`src/design/ctrl_pkg.sv`:
```
package ctrl_pkg;

    localparam logic [3:0] ALU_NONE = 4'd0;
    localparam logic [3:0] ALU_NOT  = 4'd1;
    localparam logic [3:0] ALU_INC  = 4'd2;
    localparam logic [3:0] ALU_DEC  = 4'd3;
    localparam logic [3:0] ALU_MOV  = 4'd4;
    localparam logic [3:0] ALU_ADD  = 4'd5;
    localparam logic [3:0] ALU_SUB  = 4'd6;
    localparam logic [3:0] ALU_AND  = 4'd7;
    localparam logic [3:0] ALU_OR   = 4'd8;
    localparam logic [3:0] ALU_SHL  = 4'd9;
    localparam logic [3:0] ALU_SHR  = 4'd10;
    localparam logic [3:0] ALU_SETC = 4'd11;
    localparam logic [3:0] ALU_CLRC = 4'd12;
    localparam logic [3:0] ALU_PASS = 4'd13;   // Source operand straight through

    localparam logic [1:0] JMP_NONE = 2'd0;
    localparam logic [1:0] JMP_Z    = 2'd1;
    localparam logic [1:0] JMP_N    = 2'd2;
    localparam logic [1:0] JMP_C    = 2'd3;

    localparam int FLAG_W = 3;
    localparam int FLAG_Z = 0;
    localparam int FLAG_N = 1;
    localparam int FLAG_C = 2;

endpackage

```
`src/design/alu.sv`:
```
`timescale 1ns/1ps

module alu import ctrl_pkg::*; (
    input  logic              clk,
    input  logic              rst_n,
    input  logic [3:0]        ex_op,
    input  logic [15:0]       ex_a,
    input  logic [15:0]       ex_b,
    input  logic [3:0]        ex_shamt,
    input  logic              flag_we,
    output logic [15:0]       alu_result,
    output logic [FLAG_W-1:0] alu_flags_next,
    output logic [FLAG_W-1:0] flags
);

    logic [16:0] sum;   // Bit 16 is carry or borrow
    logic        set_zn;

    always_comb begin
        sum            = {1'b0, ex_a} + {1'b0, ex_b};
        alu_result     = ex_b;
        alu_flags_next = flags;
        set_zn         = 1'b1;
        case (ex_op)
            ALU_NOT: alu_result = ~ex_a;
            ALU_INC, ALU_ADD: begin
                alu_result             = sum[15:0];
                alu_flags_next[FLAG_C] = sum[16];
            end
            ALU_DEC, ALU_SUB: begin
                sum                    = {1'b0, ex_a} - {1'b0, ex_b};
                alu_result             = sum[15:0];
                alu_flags_next[FLAG_C] = sum[16];
            end
            ALU_AND: alu_result = ex_a & ex_b;
            ALU_OR:  alu_result = ex_a | ex_b;
            ALU_SHL: alu_result = ex_a << ex_shamt;
            ALU_SHR: alu_result = ex_a >> ex_shamt;
            ALU_SETC: begin
                alu_flags_next[FLAG_C] = 1'b1;
                set_zn                 = 1'b0;
            end
            ALU_CLRC: begin
                alu_flags_next[FLAG_C] = 1'b0;
                set_zn                 = 1'b0;
            end
            default: set_zn = 1'b0;   // MOV, PASS and NONE keep flags
        endcase
        if (set_zn) begin
            alu_flags_next[FLAG_Z] = (alu_result == 16'd0);
            alu_flags_next[FLAG_N] = alu_result[15];
        end
    end

    always_ff @(posedge clk or negedge rst_n) begin
        if (!rst_n)
            flags <= '0;
        else if (flag_we)
            flags <= alu_flags_next;
    end

endmodule

```
`config.mk`:
```
export PLATFORM = sky130hd
export DESIGN_NAME = alu
export DESIGN_NICKNAME = d
export VERILOG_FILES = /design/src/design/ctrl_pkg.sv /design/src/design/alu.sv
export SDC_FILE = /design/constraint.sdc
export NUM_CORES = 1
export LEC_CHECK = 0
export BUFFER_PORTS_ARGS = -buffer_cell sky130_fd_sc_hd__buf_2
export CAP_MARGIN = 0
export CORE_UTILIZATION = 61
export CTS_CLUSTER_SIZE = 14
export DETAILED_ROUTE_END_ITERATION = 8
export MAX_ROUTING_LAYER = met4
export PLACE_DENSITY = 0.95
export SLEW_MARGIN = 20
export SYNTH_ARGS = -nofsm -noshare
export SYNTH_HDL_FRONTEND = slang
export SYNTH_SLANG_ARGS = --single-unit
export TNS_END_PERCENT = 10
```
`constraint.sdc`:
```
create_clock -name clk -period 6.1 [get_ports clk]
set_input_delay 1.22 -clock clk [delete_from_list [all_inputs] [get_ports clk]]
set_output_delay 1.22 -clock clk [all_outputs]
set_load 0.05 [all_outputs]
```
---- Word level (Yosys, flattened, before mapping) ----
Cells that the tools add are included.
word-level totals
  register bits ........................... 3
operators by class
  shift operators ......................... 2
  add/subtract/negate cells ............... 2
  eq/ne operators ......................... 11
  bitwise operators ....................... 3
  reductions and logical operators ........ 4
  muxes and demuxes ....................... 4
operators by type and width
  kind                count
  $pmux 16 s7         1
  $eq 4x4->1 const B  5
  $add 16x16->17      1
  $sub 16x16->17      1
  $and 16x16->16      1
  $logic_not 16->1    1
  $not 16->16         1
  $or 16x16->16       1
  $shl 16x4->16       1
  $shr 16x4->16       1
  $eq 4x3->1 const B  3
  $reduce_or 9->1     1
  $eq 4x2->1 const B  2
  $eq 4x1->1 const B  1
  $pmux 1 s4          1
  $reduce_or 2->1     2
  $mux 2              1
  $mux 1              1

---- Logic depth before layout (Yosys ltp) ----
  depth after elaboration ................. 5
  mapped depth ............................ 13
  gate-level depth less buffers ........... 13

---- Least setup slack after synthesis ----
OpenSTA, ideal clock, no wires.
  path kind ............................... in2out
  from .................................... input ex_a[0]
  to ...................................... output alu_flags_next[0]
  data arrival time ....................... 4.852 ns
  path buffers ............................ 0
  stages .................................. 13
  required time ........................... 4.880 ns
  slack ................................... 0.028 ns
  cell sequence ........................... inv_1 -> ha_1 -> inv_1 -> fa_1 -> nor2b_1 -> o311a_1 -> o31ai_1 -> mux2i_1 -> a32oi_1 -> nor4_1 -> nand4b_1 -> or4_4 -> o21ai_1
between the ends
  longest elaborated chain between the ends .. 4
  elaborated cells on any way between the ends .. 10
  those cells by class .................... add/sub (2); shift (2); mux (2); bitwise (3); reduce/logical (1)
ends and longest elaborated chain
  what                                          RTL line   source
  from (decl)                                   alu.sv:7   input logic [15:0] ex_a,
  $sub 16x16->17, or another cell as far along  alu.sv:31  sum = {1'b0, ex_a} - {1'b0, ex_b};
  $pmux 16 s7 (*)                               alu.sv:24  case (ex_op)
  named net alu_result[6]                       alu.sv:11  output logic [15:0] alu_result,
  $logic_not 16->1 (*)                          alu.sv:50  alu_flags_next[FLAG_Z] = (alu_result == 16'd0);
  $mux 2 (*)                                    alu.sv:49  if (set_zn) begin
  to (decl)                                     alu.sv:12  output logic [FLAG_W-1:0] alu_flags_next,
The timed path passes the listed nets; every way through them passes the cells marked *.

---- Worst setup path in the final report ----
  from .................................... input ex_a[0]
  to ...................................... output alu_flags_next[0]
between the ends
  longest elaborated chain between the ends .. 4
  elaborated cells on any way between the ends .. 10
  those cells by class .................... add/sub (2); shift (2); mux (2); bitwise (3); reduce/logical (1)
ends and longest elaborated chain
  what                                          RTL line
  $sub 16x16->17, or another cell as far along  alu.sv:31
  $pmux 16 s7 (*)                               alu.sv:24
  $logic_not 16->1 (*)                          alu.sv:50
  $mux 2 (*)                                    alu.sv:49
Every way passes the cells marked *; elsewhere a longest branch is shown, timed or not.

==> out/qor.yml <==
initial_core_util_pct: 62.7
switching_share_pct: 60.8
antenna_cells: 0
layout_common_cells: "nand2_1 (65), buf_2 (64), a21oi_1 (60)"
p_leak_nw: 2.23
period_needed_ns: 5.99
synth_area_per_cell_sq_um: 6.85
ys_seq_elements: 3
drive_gt1_share_pct: 18.1
htree_levels: 1
top_regs: "flags (3)"
synth-edff-count: 0
post_cts_buffers: 0
use_met2_pct: 70.3
path_cells: "buf_2, inv_1, ha_1, inv_1, fa_1, nor2b_1, o311a_1, o31ai_1, mux2i_1, a32oi_1, nor4_1, nand4b_1, or4_4, o21ai_1, buf_2"
peakVddDrop_mv: 0.0991
grt_start_max_net_pins: 29
slew_headroom_pct: 52.8
syn_nets: 755
hold_path.class: "reg2reg"
ctsRootBufferMaster: "clkbuf_8"
skew_ns: 0
die_h_um: 88.1
use_met3_pct: 14.1
critPathArrivalTime_ns: 4.77
p_int_mw: 0.253
grt_busiest_layer: "met2"
place_congestion: 1.08
tritoncts_num_sinks: 3
clk_latency_ns: 0.22
vias: 5844
routed_wirelength_um: 18400
area_delta_synth_final_pct: 10.5
die_w_um: 88.1
max_stage_delay_ns: 0.47
dpl.hpwl_um: 14400
drc_errors: 0
synthesis.area_sq_um: 4520
pwr-share-seq_pct: 4.3
largest_reg_flops: 3
firstDrtPassIters: 5
p_sw_mw: 0.393
yosysUniqueCellTypes: 75
fin_area_sq_um: 5000
grt_pass1_vias: 5287
routedWlPerCell_um: 22.8
synth_warnings: 0
grt.overflow.total: 0
met1_usage_pct: 60.8
antenna_found_initial: 0
final_common_cell: "nand2_1"
crit_path_end_kind: "output port"
top_register: "flags"
hold_viol: 0
tightest_slew_ns: 0.691
setup_viol: 0
drt_iter0_drc: 774
num_rows: 31
placed_area_sq_um: 4940
core_area_sq_um: 7210
antenna_left: 0
critPathKind: "in2out"
vias_per_cell: 7.23
report.final.slew_viol_count: 0
layout.nets: 805
async_flop_share_pct: 100
comb_power_share_pct: 86.2
max_clock_freq_mhz: 167
cts_buffer_depth: 2
cp-start-kind: "primary input"
rsz0062_at_grt: "false"
critical_path.max_fanout: 3
status: "finished clean"
required_ns: 4.88
ios: 65
slowest_stage: "or4_4"
grt_pass1_wl_um: 27900
maxCapViolCount: 0
die_area_sq_um: 7760
cts_tree: "done"
portBuffers: 64
yosysSeqAreaShare_pct: 1.66
pwr-share-clk_pct: 9.5
power.density_nw_per_um2: 129
setup_tns_ns: 0
grt_usage_pct: 48.7
finalCritPeriodShare_pct: 98.2
path_clk_slew_ns: 0.03
synthCells: 660
numCtsBuffers: 3
yosys_most_used_dff: "dfrtp_1"
## cells by family (layout without fill, tap and decap cells)
kind of cell,after synthesis,after routing,synth area share (%)
adder cells (fa/ha/maj),52,52,14.7
AO/OA/AOI/OAI,236,236,35.3
flip-flops,3,3,1.66
XOR/XNOR,10,10,1.94
AND/OR/NAND/NOR,208,208,22.5
multiplexers,48,48,13.9
buffers and inverters,103,152,9.94
## per-stage QoR
stage	power, mW	utilization [%]	setup WS [ns]	instances	hold WS [ns]
final	0.646	69.3	0.112	808	0.579
after global routing	0.677	69.3	0.0601	808	0.611
after CTS	0.623	69.1	0.246	808	0.573
after detailed placement	0.560	68.5	0.256	804	0.567
after global placement	0.552	68.5	0.256	804	0.555
after floorplan	0.407	-	0.0280	660	0.793
## cell usage after synthesis (11+ instances only)
| library cell | number | area (sq um) |
|---|---|---|
| buf_2 | 11 | 55.1 |
| a211oi_1 | 15 | 113 |
| ha_1 | 50 | 626 |
| o21ai_0 | 32 | 160 |
| nand3_1 | 12 | 60.1 |
| nor2_1 | 49 | 184 |
| mux2_2 | 14 | 158 |
| o211ai_1 | 12 | 90.1 |
| nor3_1 | 17 | 85.1 |
| inv_1 | 50 | 188 |
| a31oi_1 | 16 | 100 |
| nand2_1 | 65 | 244 |
| mux2i_1 | 21 | 210 |
| nor2b_1 | 12 | 75.1 |
| o22ai_1 | 11 | 68.8 |
| clkbuf_1 | 28 | 105 |
| a21oi_1 | 60 | 300 |
## worst paths after layout
check,start,slack [ns],endpoint,depth (start not counted)
setup / recovery,ex_a[0],0.11,alu_flags_next[0],15
hold / removal,flags[0],0.58,flags[0],2
setup reg to reg,flags[2],4.43,flags[2],8
hold reg to reg,flags[0],0.58,flags[0],2
max in group asynchronous,rst_n,5.20,flags[0],1
min in group asynchronous,rst_n,0.78,flags[2],1
## worst max-delay path: cells and delay by family
| family | cells | cell delay, ns |
|---|---|---|
| AO/OA/AOI/OAI | 4 | 0.90 |
| adder cells (fa/ha/maj) | 2 | 0.61 |
| buffers and inverters | 4 | 0.56 |
| multiplexers | 1 | 0.27 |
| AND/OR/NAND/NOR | 4 | 1.20 |
## cell type report
type	instances	area, sq um
clock buffer	4	45.0
fill	689	2220
inverter	54	203
multi-input combinational	554	4000
sequential	3	75.1
tap	99	124
timing repair buffer	94	546
## layer usage
metal / share of wire (%) / wire (um)
met1: 39 / 7110
met2: 42 / 7700
met3: 14 / 2490
met5: 0 / 0
met4: 6.0 / 1110
## power groups by stage
stage / Sequential (mW) / Combinational (mW) / Clock (mW)
global route: 0.0279 / 0.585 / 0.0639
global placement: 0.0276 / 0.524 / 0
detailed placement: 0.0278 / 0.532 / 0
CTS: 0.0276 / 0.534 / 0.0613
finish: 0.0277 / 0.557 / 0.0617
floorplan: 0.0393 / 0.368 / 0
## repair_timing
item | 4_1_cts | 5_1_grt
setup endpoints to repair | 0 | 1
endpoints found under the hold margin | 0 | 0
resized for setup | 0 | 1
hold buffers | 0 | 0
Power figures use the tool's default switching activity.
