[src/design/ctrl_pkg.sv]
package ctrl_pkg;

    localparam logic [3:0] ALU_NONE = 4'd0;
    localparam logic [3:0] ALU_NOT  = 4'd1;
    localparam logic [3:0] ALU_INC  = 4'd2;
    localparam logic [3:0] ALU_DEC  = 4'd3;
    localparam logic [3:0] ALU_MOV  = 4'd4;
    localparam logic [3:0] ALU_ADD  = 4'd5;
    localparam logic [3:0] ALU_SUB  = 4'd6;
    localparam logic [3:0] ALU_AND  = 4'd7;
    localparam logic [3:0] ALU_OR   = 4'd8;
    localparam logic [3:0] ALU_SHL  = 4'd9;
    localparam logic [3:0] ALU_SHR  = 4'd10;
    localparam logic [3:0] ALU_SETC = 4'd11;
    localparam logic [3:0] ALU_CLRC = 4'd12;
    localparam logic [3:0] ALU_PASS = 4'd13;   // Source operand straight through

    localparam logic [1:0] JMP_NONE = 2'd0;
    localparam logic [1:0] JMP_Z    = 2'd1;
    localparam logic [1:0] JMP_N    = 2'd2;
    localparam logic [1:0] JMP_C    = 2'd3;

    localparam int FLAG_W = 3;
    localparam int FLAG_Z = 0;
    localparam int FLAG_N = 1;
    localparam int FLAG_C = 2;

endpackage

[src/design/isa_pkg.sv]
package isa_pkg;

    localparam int DATA_W     = 16;
    localparam int REG_ADDR_W = 3;
    localparam int OPCODE_W   = 5;
    localparam int IMM_W      = 8;

    localparam logic [OPCODE_W-1:0] OP_NOP   = 5'd0;
    localparam logic [OPCODE_W-1:0] OP_SETC  = 5'd1;
    localparam logic [OPCODE_W-1:0] OP_CLRC  = 5'd2;
    localparam logic [OPCODE_W-1:0] OP_NOT   = 5'd3;
    localparam logic [OPCODE_W-1:0] OP_INC   = 5'd4;
    localparam logic [OPCODE_W-1:0] OP_DEC   = 5'd5;
    localparam logic [OPCODE_W-1:0] OP_IN    = 5'd6;
    localparam logic [OPCODE_W-1:0] OP_OUT   = 5'd7;
    localparam logic [OPCODE_W-1:0] OP_PUSH  = 5'd8;
    localparam logic [OPCODE_W-1:0] OP_POP   = 5'd9;
    localparam logic [OPCODE_W-1:0] OP_LOAD  = 5'd10;
    localparam logic [OPCODE_W-1:0] OP_STORE = 5'd12;
    localparam logic [OPCODE_W-1:0] OP_LDM   = 5'd13;
    localparam logic [OPCODE_W-1:0] OP_JZ    = 5'd16;
    localparam logic [OPCODE_W-1:0] OP_JN    = 5'd17;
    localparam logic [OPCODE_W-1:0] OP_JC    = 5'd18;
    localparam logic [OPCODE_W-1:0] OP_MOV   = 5'd24;
    localparam logic [OPCODE_W-1:0] OP_ADD   = 5'd25;
    localparam logic [OPCODE_W-1:0] OP_SUB   = 5'd26;
    localparam logic [OPCODE_W-1:0] OP_AND   = 5'd28;
    localparam logic [OPCODE_W-1:0] OP_OR    = 5'd29;
    localparam logic [OPCODE_W-1:0] OP_SHL   = 5'd30;
    localparam logic [OPCODE_W-1:0] OP_SHR   = 5'd31;

    // Same 16-bit word, register form or immediate form
    typedef union packed {
        struct packed {
            logic [OPCODE_W-1:0]   opcode;
            logic [REG_ADDR_W-1:0] rdst;
            logic [REG_ADDR_W-1:0] rsrc;
            logic [4:0]            unused;
        } reg_fmt;
        struct packed {
            logic [OPCODE_W-1:0]   opcode;
            logic [REG_ADDR_W-1:0] rdst;
            logic [IMM_W-1:0]      imm;   // LDM value, low nibble is shift amount
        } imm_fmt;
    } instr_u;

endpackage
[src/design/control_unit.sv]
`timescale 1ns/1ps

module control_unit import isa_pkg::*, ctrl_pkg::*; (
    input  logic                  clk,
    input  logic                  rst_n,
    input  instr_u                instr,
    output logic [3:0]            alu_op,
    output logic                  mem_read,
    output logic                  mem_write,
    output logic                  wb,
    output logic                  push,
    output logic                  pop,
    output logic                  in_sel,
    output logic                  out_en,
    output logic                  imm_sel,
    output logic                  one_operand,
    output logic [1:0]            jump_type,
    output logic [REG_ADDR_W-1:0] rdst,
    output logic [REG_ADDR_W-1:0] rsrc,
    output logic [IMM_W-1:0]      imm
);

    logic [3:0] alu_op_d;
    logic       mem_read_d, mem_write_d, push_d, pop_d;
    logic       in_d, out_d, imm_d, wb_d;
    logic [1:0] jump_d;

    always_comb begin
        alu_op_d    = ALU_NONE;
        mem_read_d  = 1'b0;
        mem_write_d = 1'b0;
        push_d      = 1'b0;
        pop_d       = 1'b0;
        in_d        = 1'b0;
        out_d       = 1'b0;
        imm_d       = 1'b0;
        jump_d      = JMP_NONE;   // Cleared on every decode
        case (instr.reg_fmt.opcode)
            OP_SETC:  alu_op_d = ALU_SETC;
            OP_CLRC:  alu_op_d = ALU_CLRC;
            OP_NOT:   alu_op_d = ALU_NOT;
            OP_INC:   alu_op_d = ALU_INC;
            OP_DEC:   alu_op_d = ALU_DEC;
            OP_IN: begin
                alu_op_d = ALU_PASS;   // in_port rides the B operand
                in_d     = 1'b1;
            end
            OP_OUT:   out_d  = 1'b1;
            OP_PUSH:  push_d = 1'b1;
            OP_POP:   pop_d  = 1'b1;
            OP_LOAD: begin
                alu_op_d   = ALU_PASS;   // Address from rsrc
                mem_read_d = 1'b1;
            end
            OP_STORE: begin
                alu_op_d    = ALU_PASS;
                mem_write_d = 1'b1;
            end
            OP_LDM: begin
                alu_op_d = ALU_PASS;
                imm_d    = 1'b1;
            end
            OP_MOV:   alu_op_d = ALU_MOV;
            OP_ADD:   alu_op_d = ALU_ADD;
            OP_SUB:   alu_op_d = ALU_SUB;
            OP_AND:   alu_op_d = ALU_AND;
            OP_OR:    alu_op_d = ALU_OR;
            OP_SHL: begin
                alu_op_d = ALU_SHL;
                imm_d    = 1'b1;
            end
            OP_SHR: begin
                alu_op_d = ALU_SHR;
                imm_d    = 1'b1;
            end
            OP_JZ:    jump_d = JMP_Z;
            OP_JN:    jump_d = JMP_N;
            OP_JC:    jump_d = JMP_C;
            default:  ;   // NOP and unused opcodes
        endcase
        wb_d = ((alu_op_d != ALU_NONE && alu_op_d != ALU_SETC && alu_op_d != ALU_CLRC)
                || mem_read_d || pop_d) && !mem_write_d;
    end

    always_ff @(posedge clk or negedge rst_n) begin
        if (!rst_n) begin
            alu_op      <= ALU_NONE;
            mem_read    <= 1'b0;
            mem_write   <= 1'b0;
            wb          <= 1'b0;
            push        <= 1'b0;
            pop         <= 1'b0;
            in_sel      <= 1'b0;
            out_en      <= 1'b0;
            imm_sel     <= 1'b0;
            one_operand <= 1'b0;
            jump_type   <= JMP_NONE;
            rdst        <= '0;
            rsrc        <= '0;
            imm         <= '0;
        end else begin
            alu_op      <= alu_op_d;
            mem_read    <= mem_read_d;
            mem_write   <= mem_write_d;
            wb          <= wb_d;
            push        <= push_d;
            pop         <= pop_d;
            in_sel      <= in_d;
            out_en      <= out_d;
            imm_sel     <= imm_d;
            one_operand <= (alu_op_d == ALU_NOT) || (alu_op_d == ALU_INC)
                           || (alu_op_d == ALU_DEC);
            jump_type   <= jump_d;
            rdst        <= instr.reg_fmt.rdst;
            rsrc        <= instr.reg_fmt.rsrc;
            imm         <= instr.imm_fmt.imm;
        end
    end

endmodule

[config.mk]
export PLATFORM = sky130hd
export DESIGN_NAME = control_unit
export DESIGN_NICKNAME = d
export VERILOG_FILES = /design/src/design/ctrl_pkg.sv /design/src/design/isa_pkg.sv /design/src/design/control_unit.sv
export SDC_FILE = /design/constraint.sdc
export NUM_CORES = 1
export LEC_CHECK = 0
export ABC_AREA = 1
export BUFFER_PORTS_ARGS = -buffer_cell sky130_fd_sc_hd__buf_2
export CAP_MARGIN = 20
export CORE_MARGIN = 2
export CORE_UTILIZATION = 40
export DETAILED_ROUTE_END_ITERATION = 6
export GPL_TIMING_DRIVEN = 0
export HOLD_SLACK_MARGIN = 0.06
export PLACE_DENSITY = 0.73
export SLEW_MARGIN = 20
export SYNTH_ARGS = -nofsm -noshare
export SYNTH_HDL_FRONTEND = slang
export SYNTH_SLANG_ARGS = --single-unit
[constraint.sdc]
create_clock -name clk -period 0.8 [get_ports clk]
set_input_delay 0.12 -clock clk [delete_from_list [all_inputs] [get_ports clk]]
set_output_delay 0.12 -clock clk [all_outputs]
set_load 0.05 [all_outputs]
# Word-level counts from Yosys, hierarchy flattened
# Index checks and enable logic that the tools add are counted.
[word_totals] out_inout_bits=29 inputBits=18 elab_cells=61 register_bits=29
[classes] eq_ne=27 n_reduce_logical=11 n_mux=9
[ops] operator="one-hot mux 4 bit (13 select lines)" n=1
[ops] operator="equality test 5 bit (second input constant)" n=10
[ops] operator="equality test 5 x 4 -> 1 bit (second input constant)" n=5
[ops] operator="equality test 5 x 3 -> 1 bit (second input constant)" n=4
[ops] operator="equality test 5 x 2 -> 1 bit (second input constant)" n=2
[ops] operator="equality test 4 x 2 -> 1 bit (second input constant)" n=2
[ops] operator="inequality test 4 bit (second input constant)" n=2
[ops] operator="2-to-1 mux 1 bit" n=7
[ops] operator="one-hot mux 2 bit (3 select lines)" n=1
[ops] operator="equality test 5 x 1 -> 1 bit (second input constant)" n=1
[ops] operator="equality test 4 x 1 -> 1 bit (second input constant)" n=1
[ops] operator="logical OR 1 bit" n=4
[ops] operator="nonzero test 4 bit" n=1
[ops] operator="OR reduction 4 bit" n=1
[ops] operator="logical AND 1 bit" n=3
[ops] operator="OR reduction 3 bit" n=1
[ops] operator="zero test 1 bit" n=1

# Depth between registers and ports, before layout
[logic_depth] word_depth=9 ltp_mapped=9 mapped_depth_nobuf=9

# Least setup slack after synthesis
# Ideal clock, no wire load.
[synth_path] path_type="register -> output" from="reg imm[5] (netlist name)" to="out rsrc[0]" t_required_ps=680 path_stages_with_launch=2 n_path_buf=1 t_arrival_ps=886 slack_ps=-206 path_cell_list="dfrtp_1 > buf_4"
[synth_rtl] element="end, declared" line_no="control_unit.sv:19" text="output logic [REG_ADDR_W-1:0] rsrc,"

==> results.toml <==
[outcome]
outcome = "finished with violations"
violations = "negative setup slack"

[synthesis]
synthDistinctLibCells = 22
synthArstFlopShare = 1.00
ys_dominant_reg_cell = "dfrtp_1"
synth_seq_cells = 26
synth_edf_count = 0
yosysMostFrequentCell = "dfrtp_1"
syn_area_per_cell_um2 = 10.8
yosys_warnings = 0
synth_top_cells_by_count = "dfrtp_1, nand2_1, nand3_1"
seq_area_frac_synth = 0.635
synth_area_um2 = 1020
synth.top_cell.area_share = 0.635
yosys.area.top_type = "dfrtp_1"
syn_inst = 95
synth_nets = 113
synth_area_leaders = "dfrtp_1, nand2_1, nand3_1"

[setup_path]
startpoint_type = "register"
crit_type = "register to primary output"
crit_fanout = 2
required_ns = 0.68
cp-end-kind = "primary output"
cp.arrival_ns = 1.01

[place]
gp_congestion = 0.864
dp_cells = 169
place_ws_ns = -0.399
dpl.hpwl_mm = 1.57
port_buffers = 44

[floorplan]
die_w_um = 54.6
die_area_um2 = 2980
io_pins = 47
core_um2 = 2450
placementRows = 18
start_util = 0.417
die_h_um = 54.6

[finish]
final_cells = 191
area_growth_pct = 76.1
final_nets = 180
diodes = 0
final_util = 0.735
layout-drive-gt1-share = 0.565

[sta]
report.final.slew_viol_count = 0
rsz0062_at_grt = "true"
timing.final.ws_setup_ns = -0.327
fmax_mhz = 888
min_period_ns = 1.13
min_period_over_period = 1.41
slew_headroom = 0.777
fin_hold_ws_ns = 0.0667
finalSetupViolations = 29
worst_pin_slew_ns = 0.334
hold_viol_final = 0

[clocking]
clockRootBuffer = "clkbuf_4"
clockBufferDepth = 2
htreeDepth = 1
clk_pin_slew_ns = 0.13
cts_tree = "built"
cts.sinks = 26
numCtsBuffers = 3

[power_and_ir_drop]
finalPower_w = 0.00287
max-vdd-ir-drop_mv = 1.01
p_leak_nw = 0.912
pwr_density_cell_nw_per_um2 = 1590

[grt]
antenna_found_initial = 0
grt_pass1_vias = 877
grt_pass1_wl_mm = 3.75
grt_start_max_net_pins = 27
grt_overflow = 0
grt_use_total = 0.177

[routing]
route.detailed.drc = 0
antenna_left = 0
drt_iter0_drc = 21
first_pass_iters = 4
drt_wl_total_mm = 2.62
vias_per_cell = 4.85
num_vias = 926
wl_per_cell_um = 13.7

[min_path]
hold_class = "primary input to register"

[run]
maxCapViolCount = 0
-- per-layer routing --
layer	GRT usage	wire length [um]
met1	0.197	963
met2	0.343	1450
met3	0.0191	173
met4	0.0583	34
met5	0	0
-- worst max-delay path: stages (launching register included) --
cell     delay [ns]
dfrtp_2        0.45
buf_8          0.12
buf_8          0.14
-- flip-flops by register name, summed over array words and instances (netlist names), 2 cells and up --
signal and count:
alu_op 4, imm 8, jump_type 2, rdst 3
-- power by group --
| group | switching, W | internal, W | leakage (nW) |
|---|---|---|---|
| clock network | 0.000344 | 0.000278 | 0.0210 |
| registers | 0.0000368 | 0.00138 | 0.326 |
| logic | 0.000505 | 0.000328 | 0.565 |
| total | 0.000885 | 0.00199 | 0.912 |
-- timing repair --
| item | 4_1_cts | 5_1_grt |
|---|---|---|
| endpoints found under the hold margin | 41 | 0 |
| hold buffers | 14 | 0 |
| pin swaps | 1 | 5 |
| resized for setup | 61 | 21 |
| setup endpoints to repair | 31 | 58 |
| setup buffers | 2 | 2 |
-- cell families (layout without fill, tap and decap cells) --
| group | Yosys count | count (layout) | synth area share |
|---|---|---|---|
| and+or+nand+nor | 43 | 43 | 0.226 |
| DFF | 26 | 26 | 0.635 |
| buffers and inverters | 19 | 85 | 0.0916 |
| AOI/OAI and AO/OA | 7 | 7 | 0.0476 |
-- metrics by stage --
step,TNS [ns],instance area (um^2)
2_1_floorplan,-0.332,1080
3_3_place_gp,-1.61,1340
3_5_place_dp,-1.89,1340
4_1_cts,-5.92,1720
5_1_grt,-6.70,1800
6_report,-5.81,1800
-- final timing paths --
| check | startpoint | end | slack (ns) | cells past startpoint |
|---|---|---|---|---|
| min in group asynchronous | rst_n | imm[4] | 0.26 | 2 |
| setup / recovery | imm[7] | rsrc[2] | -0.33 | 2 |
| hold / removal | instr[12] | push | 0.07 | 2 |
| max in group asynchronous | rst_n | imm[6] | 0.27 | 2 |
-- cell usage in the layout (no fill, tap or decap) --
cell,Yosys,layout
buf_6,1,27
dfrtp_1,26,23
dlygate4sd3_1,0,13
buf_2,0,13
nand2_1,13,8
nand3_1,9,8
nor2_4,2,6
inv_1,7,6
buf_4,4,6
inv_2,7,5
nand2_2,0,5
buf_8,0,5
nor2_2,3,4
clkbuf_4,0,4
nand3_2,2,3
dfrtp_2,0,3
inv_4,0,2
nor3_4,0,2
nor2_1,7,2
nor3_1,3,2
o21ai_0,2,2
buf_12,0,1
a21oi_1,1,1
inv_6,0,1
nand4_1,1,1
a221o_1,1,1
o221ai_1,1,1
nand4_2,1,1
a21oi_2,1,1
a31oi_1,1,1
nor4_2,0,1
clkbuf_8,0,1
dlymetal6s4s_1,0,1
-- cell type report --
class                           instances  area (um^2)
Multi-Input combinational cell         50          354
Buffer                                  5         72.6
Inverter                               14         62.6
Sequential cell                        26          654
Clock buffer                            4         36.3
Fill cell                             155          651
Timing Repair Buffer                   62          587
Tap cell                               30         37.5
Power figures use the tool's default switching activity.
