<file path="config.mk">
export PLATFORM = sky130hd
export DESIGN_NAME = reg_file
export DESIGN_NICKNAME = d
export VERILOG_FILES = /design/src/design/reg_file.sv
export SDC_FILE = /design/constraint.sdc
export NUM_CORES = 1
export LEC_CHECK = 0
export ABC_AREA = 1
export BUFFER_PORTS_ARGS = -buffer_cell sky130_fd_sc_hd__buf_2
export CAP_MARGIN = 0
export CORE_MARGIN = 8
export CORE_UTILIZATION = 55
export CTS_BUF_LIST = sky130_fd_sc_hd__clkbuf_16
export DETAILED_ROUTE_END_ITERATION = 10
export PLACE_DENSITY_LB_ADDON = 0.3
export SYNTH_ARGS = -nofsm -noshare
export SYNTH_HDL_FRONTEND = slang
export SYNTH_SLANG_ARGS = --single-unit
</file>
<file path="constraint.sdc">
create_clock -name clk -period 1.6 [get_ports clk]
set_input_delay 0.08 -clock clk [delete_from_list [all_inputs] [get_ports clk]]
set_output_delay 0.08 -clock clk [all_outputs]
set_load 0.02 [all_outputs]
</file>
<file path="src/design/reg_file.sv">
`timescale 1ns/1ps

module reg_file (
    input  logic        clk,
    input  logic        rst_n,
    input  logic [2:0]  rd_addr_a,
    input  logic [2:0]  rd_addr_b,
    input  logic        wb_en,
    input  logic [2:0]  wb_addr,
    input  logic [15:0] wb_data,
    output logic [15:0] rd_a,
    output logic [15:0] rd_b
);

    logic [15:0] regs [8];

    always_ff @(posedge clk or negedge rst_n) begin
        if (!rst_n)
            regs <= '{default: '0};
        else if (wb_en)
            regs[wb_addr] <= wb_data;
    end

    // No bypass, a write shows up the cycle after the edge
    assign rd_a = regs[rd_addr_a];
    assign rd_b = regs[rd_addr_b];

endmodule

</file>
After elaboration in Yosys (flattened, before gate mapping)
Index checks and enable logic that the tools add are counted.
W data, S select, Z words.
{"block": "totals", "inputBits": 28, "output_inout_bits": 32, "mem_bits_ro": 0, "word_cells": 25, "latchBits": 0, "ff_bits": 128, "memories": 0, "ram_bits": 0}
{"block": "classes", "n_reduce_logical": 1, "shifts": 0, "addsub": 0, "n_eq_ne": 0, "mux": 9, "bitwise_logic": 3, "mul": 0, "div_mod_pow": 0, "magnitude_cmp": 4}
{"op": "$bwmux W128", "count": 1}
{"op": "$bmux W16 S3", "count": 2}
{"op": "$mux W16", "count": 5}
{"op": "$demux W16 S3", "count": 1}
{"op": "$ge A4 B4 Y1 const B", "count": 3}
{"op": "$not A3 Y4", "count": 3}
{"op": "$lt A4 B1 Y1 const B", "count": 1}
{"op": "$logic_and A1 B1 Y1", "count": 1}

Depth between registers and ports, before layout
Gate-level depths: netlist of the first run.
{"block": "depth", "word_depth": 6, "depth_mapped": 7, "mapped_depth_nobuf": 6}

Worst setup path before layout of the first run
No wires, ideal clock.
{"block": "synth_timing", "kind": "input-to-output", "startpoint": "in rd_addr_a[2]", "endpoint": "out rd_a[10]", "arrival_time_ns": 0.871, "t_required_ns": 1.520, "path_stages": 5, "path_slack_ns": 0.649, "n_path_buf": 2, "cell_sequence": "buf_2 > inv_1 > clkbuf_1 > nand2_1 > nand2_1"}
{"block": "synth_between", "elab_chain_len": 4}
{"element": "start: declaration", "line": "6", "rtl": "input logic [2:0] rd_addr_a,"}
{"element": "$not A3 Y4 (not written as such)", "line": "25", "rtl": "assign rd_a = regs[rd_addr_a];"}
{"element": "$bmux W16 S3", "line": "25"}
{"element": "$mux W16 (not written as such) (2 in series)", "line": "25"}
{"element": "end: declaration", "line": "11", "rtl": "output logic [15:0] rd_a,"}
No other way between the ends. The select of a mux whose other input is x is not followed.

Worst setup path after layout of the first run
{"block": "layout_timing", "startpoint": "reg regs[9] in the netlist's numbering", "endpoint": "out rd_b[9]"}
{"block": "layout_between", "elab_chain_len": 3}
{"element": "start: declaration", "line": "15", "rtl": "logic [15:0] regs [8];"}
{"element": "start signal: indexed assignment", "line": "21", "rtl": "regs[wb_addr] <= wb_data;"}
{"element": "$bmux W16 S3", "line": "26", "rtl": "assign rd_b = regs[rd_addr_b];"}
{"element": "$mux W16 (not written as such) (2 in series)", "line": "26"}
{"element": "end: declaration", "line": "12", "rtl": "output logic [15:0] rd_b"}
No other way between the ends. The select of a mux whose other input is x is not followed.

==> results of run 1 <==
## cells in the final DEF (no fill, tap or decap)
cell and count:
buf_12 10, buf_2 57, buf_4 27, bufinv_16 3, clkbuf_16 17, clkinv_1 4
clkinv_2 3, dfrtp_1 128, dlygate4sd3_1 17, inv_1 152, inv_2 5, nand2_1 551
nand3_1 128, nand3_2 1, nor2_1 3, nor2_2 1, nor3_4 1, o21ai_0 128
## worst reg2reg max path: stages, from the launching register on
cell,delay (ns)
dfrtp_1,0.37
inv_1,0.09
o21ai_0,0.10
## metal layers
layer,part of all wire,GRT usage,up-vias
li1,-,-,3675
met1,0.43,0.355,3564
met2,0.44,0.408,443
met3,0.10,0.0696,51
met4,0.022,0.0965,0
met5,0,0,-
## power by group
part	leakage, uW	switching (uW)	internal (uW)	total [uW]
clock network	0.000286	1380	2380	3760
registers	0.00160	313	3850	4170
logic	0.00315	1740	908	2650
## cells by family (layout without fill, tap and decap cells)
kind of cell,after synthesis,count (layout)
buffers and inverters,224,295
and+or+nand+nor,685,685
AOI/OAI and AO/OA,128,128
DFF,128,128
## worst paths after layout
kind	start	endpoint	slack (ns)	depth (start not counted)
min	rst_n	regs[46]	0.21	2
max	regs[9]	rd_b[9]	0.05	7
max in group asynchronous	rst_n	regs[102]	0.82	3
min reg2reg	regs[51]	regs[51]	0.48	2
max reg2reg	regs[9]	regs[9]	0.90	2
min in group clk	wb_addr[1]	regs[33]	0.29	5
## what timing repair did
item,CTS,global route
hold buffers,17,0
resized for setup,0,3
setup endpoints to repair,0,2
endpoints found under the hold margin,49,0
## metrics by stage
stage	area (um^2)	worst slack [ns]	utilization	power, uW
2_1_floorplan	7490	0.649	-	5950
3_3_place_gp	8080	0.392	0.607	6680
3_5_place_dp	8080	0.378	0.607	6770
4_1_cts	8800	0.0585	0.662	10600
5_1_grt	8810	0.00179	0.663	11200
6_report	8810	0.0503	0.663	10600
## layout make-up
cell class	instances	area [um^2]	share of cell area
Multi-Input combinational cell	813	3390	0.385
Clock buffer	17	425	0.0483
Tap cell	176	220	0.0250
Inverter	154	578	0.0656
Timing Repair Buffer	111	858	0.0974
Clock inverter	13	131	0.0149
Sequential cell	128	3200	0.364
==> impl_results.md, run 1 <==
* Status: finished, final reports clean
* Number of flip-flops in the largest register at 128
* Fillers at ~1200
* Detail Route Antenna Nets at 0
* Longest Clk Path Bufs at 2
* Setup Viol. Count Final at 0
* Vias per cell at 5.48
* Worst Path Required at 1.52 ns
* Core Footprint at between 0.01 and 0.015 mm^2
* Iter 0 DRT Violations at 854
* Adder-Cell Fraction of Synth Area at 0
* Total gr overflow at 0
* Top-area cell type share of the netlist area at 0.428
* Mux cell area share after synthesis at 0
* Largest family of logic cells by synthesized area: simple AND/OR/NAND/NOR gates
* Max-slew violations at 0
* Asr flop ratio synth at 1.00
* CTS tree: built
* Clock latency on the worst-skew pair at 0.42 ns
* Most instantiated cells after synthesis: nand2_1, inv_1, nand3_1
* Worst path arrival time at 1.47 ns
* # diodes at 0
* CP cell instances: inv_1 > nand2_1 > nand3_1 > nand2_1 > nand2_1 > nand2_1 > buf_2
* Worst Tran Pin Value at about 0.57 ns
* Fmax at 645 MHz
* Mean Syn Cell Area at 6.43 um^2
* Post-Syn Nets at roughly 1200
* CP delay by family, top: simple AND/OR/NAND/NOR gates
* Final Instance Count excl. Fillers at roughly 1400
* Largest net degree at the start of global routing at 41
* Final critical-path share of the clock period at 0.969
* Synthesized flop and latch total at approximately 130
* Minimum clock period at 1.55 ns
* Initial antenna violation count at 0
* Unrepaired setup endpoints after global routing: no
* YS warnings at 0
* DRT Pass-1 Iters at 6
* DRT Wirelength at 22700 um
* Via count of the routed design at 7733
* Die Area at 0.0176 mm^2
* Post-synthesis sequential area ratio at 0.428
* Slew Limit Headroom at 0.617
* # rows at 42
* Die span in x at 133 um
* Post-Synth Simple-Gate Area at 0.367
* Synth cell types at 13
* Wire per inst at 16.0 um
* Cts bufs inserted at 17
* Prevailing post-synth register cell: dfrtp_1
* Placed Cells at 1365
* Synth-to-layout area growth at 17.6%
* Slowest cell on crit path: dfrtp_1
* DP Wirelength at 14400 um
* Die height at 133 um
* CP most frequent cell: nand2_1
* Static leakage at 0.00504 uW
* Slowest stage delay, CP at 0.37 ns
* CTS sink count at 128
* First-pass GRT wire length at around 38000 um
* HP Class: input pin to asynchronous set/reset pin
* Crit end category: output port
* IO Count at 60
* H-Tree Depth at 4
* Clock-pin slew on the worst setup and hold paths at approximately 0.060 ns
* Syn Inst Count at 1165
* XOR/XNOR Fraction of Synth Area at 0
* Min Hold Slack at between 0.2 and 0.25 ns
* Number of nets in the layout at 1253
* Final setup TNS at 0 ns
* Crit Path Class: flop to output port
* Largest regs: regs (128)
* Synth area leaders: dfrtp_1, nand2_1, nand3_1
* Crit Path Max Fanout at 3
* Worst Skew at 0 ns
* Share of post-route cells with drive strength above 1 at 0.101
* Pwr dens at approximately 1200 mW/mm^2
* Residual DRC at 0
* GRT Total Usage at 0.266
* Compound-cell area share of the yosys netlist at 0.0855
* Post-synth EDFFs at 0
* Largest area contributor in the netlist: dfrtp_1
* Count leader, synth: nand2_1
* Clock Tree Root: clkbuf_16
* Reg with most FFs: regs
* Final Hold Viols at 0
* PortBufs at 59
* Setup Fix Bufs, Post-CTS at 0
* Worst-case vdd ir drop at 0.811 mV
* Starting density of the core at 0.563
* Vias in the first global route at 7448
* CP Launch Type: flop
* Critical path buffer and inverter count at 2
* Max-cap violations at 0
* Placer Congestion at 0.873
* Synthesized area at 0.00749 mm^2
No activity file was read; power rests on OpenSTA's default activity.
==> run 2: changes to the inputs <==
--- a/config.mk
+++ b/config.mk
@@ -8,7 +8,6 @@
 export ABC_AREA = 1
 export BUFFER_PORTS_ARGS = -buffer_cell sky130_fd_sc_hd__buf_2
 export CAP_MARGIN = 0
-export CORE_MARGIN = 8
 export CORE_UTILIZATION = 55
 export CTS_BUF_LIST = sky130_fd_sc_hd__clkbuf_16
 export DETAILED_ROUTE_END_ITERATION = 10
==> run 2 against run 1 <==
  * Largest power group unchanged
  * Combinational power decreased by 3%
  * The flow now finishes with violations (design-rule violations)
  * Total power decreased by 2.5%
  * Non-clock buffer count decreased by 5
  * Global-route usage increased by 6.2 points
  * Cell area decreased by 1.4%
  * Sequential power about the same
==> impl_results.md, run 2 (same netlist as run 1, synthesis figures left out) <==
* Status: complete, but fails checks (was finished, final reports clean)
* Failing checks: design-rule violations
* Setup Viol. Count Final at 0 (unchanged)
* Critical path origin: regs[70] (was regs[9])
* Pwr dens at 1190 mW/mm^2 (was 1200 mW/mm^2)
* Max-cap violations at 0 (unchanged)
* Starting density of the core at 0.566 (was 0.563)
* Reg-to-reg endpoint: regs[14] (was regs[9])
* Crit end category: output port (unchanged)
* Final critical-path share of the clock period at 0.940 (was 0.969)
* # diodes at 0 (unchanged)
* DP Wirelength at 13400 um (was 14400 um)
* IO Count at 60 (unchanged)
* Crit Path Class: flop to output port (unchanged)
* Largest regs: regs (128) (unchanged)
* Clock Tree Root: clkbuf_16 (unchanged)
* Min Hold Slack at 0.199 ns (was 0.209 ns)
* Share of post-route cells with drive strength above 1 at 0.0992 (was 0.101)
* Commonest non-fill, non-tap cell in the layout: nand2_1 (unchanged)
* HP Class: input pin to asynchronous set/reset pin (unchanged)
* Worst-case vdd ir drop at 1.17 mV (was 0.811 mV)
* Cts bufs inserted at 17 (unchanged)
* H-Tree Depth at 4 (unchanged)
* Worst Tran Pin Value at 0.457 ns (was 0.575 ns)
* Clk pwr share at 0.346 (was 0.356)
* Highest routed layer: met4 (unchanged)
* Wire per inst at 15.4 um (was 16.0 um)
* Reg2reg setup slack at 0.87 ns (was 0.90 ns)
* M1 wire length at 9260 um (was 9750 um)
* Vias per cell at 5.36 (was 5.48)
* Initial antenna violation count at 0 (unchanged)
* Slew Limit Headroom at 0.695 (was 0.617)
* Die height at 119 um (was 133 um)
* GRT Total Usage at 0.327 (was 0.266)
* Number of nets in the layout at 1248 (was 1253)
* Number of flip-flops in the largest register at 128 (unchanged)
* CP Launch Type: flop (unchanged)
* Total gr overflow at 0 (unchanged)
* Placed Cells at 1360 (was 1365)
* Worst Path Required at 1.52 ns (about the same)
* Detail Route Antenna Nets at 0 (unchanged)
* Die Area at 0.0141 mm^2 (was 0.0176 mm^2)
* Most frequent cells in the layout: nand2_1, inv_1, nand3_1, o21ai_0, dfrtp_1 (unchanged)
* Placer Congestion at 0.870 (was 0.873)
* Post-Place Cell Area at 0.00798 mm^2 (was 0.00808 mm^2)
* First-pass GRT wire length at 35600 um (was 37600 um)
* Net switching power at 3360 uW (was 3440 uW)
* Crit Path Max Fanout at 2 (was 3)
* Power Internal at 6960 uW (was 7140 uW)
* Synth-to-layout area growth at 16.0% (was 17.6%)
* Design Area, Final at 0.00869 mm^2 (was 0.00881 mm^2)
* Reg-to-Reg Start: regs[14] (was regs[9])
* Static leakage at 0.00497 uW (was 0.00504 uW)
* Minimum clock period at 1.50 ns (was 1.55 ns)
* CP Capture Point: rd_b[6] (was rd_b[9])
* Final setup TNS at 0 ns (unchanged)
* CTS tree: built (unchanged)
* Reg power frac at 0.404 (was 0.394)
* Switching fraction of total power at 0.325 (about the same)
* DR WL met2 at 9850 um (was 10100 um)
* DRT Pass-1 Iters at 8 (was 6)
* Worst Skew at 0 ns (unchanged)
* Final Instance Count excl. Fillers at 1406 (was 1412)
* Met3 routed WL at 2040 um (was 2360 um)
* Core Footprint at 0.0132 mm^2 (was 0.0133 mm^2)
* Iter 0 DRT Violations at 718 (was 854)
* Longest Clk Path Bufs at 2 (unchanged)
* FF-to-FF path depth at 2 (unchanged)
* PortBufs at 59 (unchanged)
* Die span in x at 119 um (was 133 um)
* Largest net degree at the start of global routing at 74 (was 41)
* DRT Wirelength at 21600 um (was 22700 um)
* Final Hold Viols at 0 (unchanged)
* Clock latency on the worst-skew pair at 0.42 ns (about the same)
* Max-slew violations at 0 (unchanged)
* Worst path arrival time at 1.42 ns (was 1.47 ns)
* Via count of the routed design at 7530 (was 7733)
* Clock-pin slew on the worst setup and hold paths at 0.05 ns (was 0.06 ns)
* # rows at 42 (unchanged)
* Fmax at 665 MHz (was 645 MHz)
* CTS sink count at 128 (unchanged)
* Vias in the first global route at 7029 (was 7448)
* Combinational power share at 0.250 (about the same)
* Residual DRC at 1 (was 0)
* Reg with most FFs: regs (unchanged)
[run 2: cell types whose count changed in the layout (fill, tap and decap cells not counted)]
cell       previous run  this run
bufinv_16             3         2
nand3_2               1         0
inv_1               152       151
nand2_2               0         3
buf_2                57        56
buf_12               10         5
nand2_1             551       548
buf_4                27        28
nand3_1             128       129
clkinv_2              3         5
inv_2                 5         4
[run 2: critical path, stage by stage (launching register included)]
cell     delay [ns]
dfrtp_1        0.38
inv_1          0.08
nand2_1        0.06
nand3_1        0.10
nand2_1        0.06
nand2_1        0.06
nand2_1        0.09
buf_2          0.18
[run 2: per-stage QoR]
| stage | worst slack, ns | power (uW) | utilization |
|---|---|---|---|
| floorplan | 0.649 | 5950 | - |
| global placement | 0.366 | 6630 | 0.602 |
| detailed placement | 0.332 | 6710 | 0.602 |
| CTS | 0.107 | 10300 | 0.655 |
| global route | -0.00992 | 11000 | 0.656 |
| finish | 0.0968 | 10300 | 0.656 |
[run 2: power groups by stage]
stage	Clock [uW]	Combinational, uW	Sequential [uW]
final	3570	2580	4170
after global routing	3770	2960	4230
after CTS	3610	2560	4150
after detailed placement	0	2510	4200
after global placement	0	2450	4180
after floorplan	0	1820	4120
[run 2: worst min path at each step]
stage | from | endpoint | slack (ns) | depth (start not counted)
6_report | rst_n | regs[87] | 0.20 | 3
3_3_place_gp | rst_n | regs[87] | 0.11 | 2
4_1_cts | rst_n | regs[87] | 0.21 | 3
5_1_grt | rst_n | regs[87] | 0.23 | 3
2_1_floorplan | rst_n | regs[0] | -0.22 | 0
3_5_place_dp | rst_n | regs[87] | 0.11 | 2
[run 2: final cells by class]
class	count	area (um^2)
fillers	1242	4560
multi-input cells	813	3400
clock buffers	17	425
flip-flops and latches	128	3200
inverters	154	578
clock inverters	12	104
well taps	176	220
repair buffers	106	761
[run 2: what timing repair did]
action	in CTS	in global routing
endpoints found under the setup margin	0	2
hold buffers	17	0
gates resized for setup	0	5
setup buffers	0	0
endpoints found under the hold margin	144	0
[run 2: per-layer routing]
metal	GRT usage	vias up
met5	0	-
met4	0.112	0
met3	0.0719	41
met2	0.510	369
met1	0.452	3464
li1	-	3656
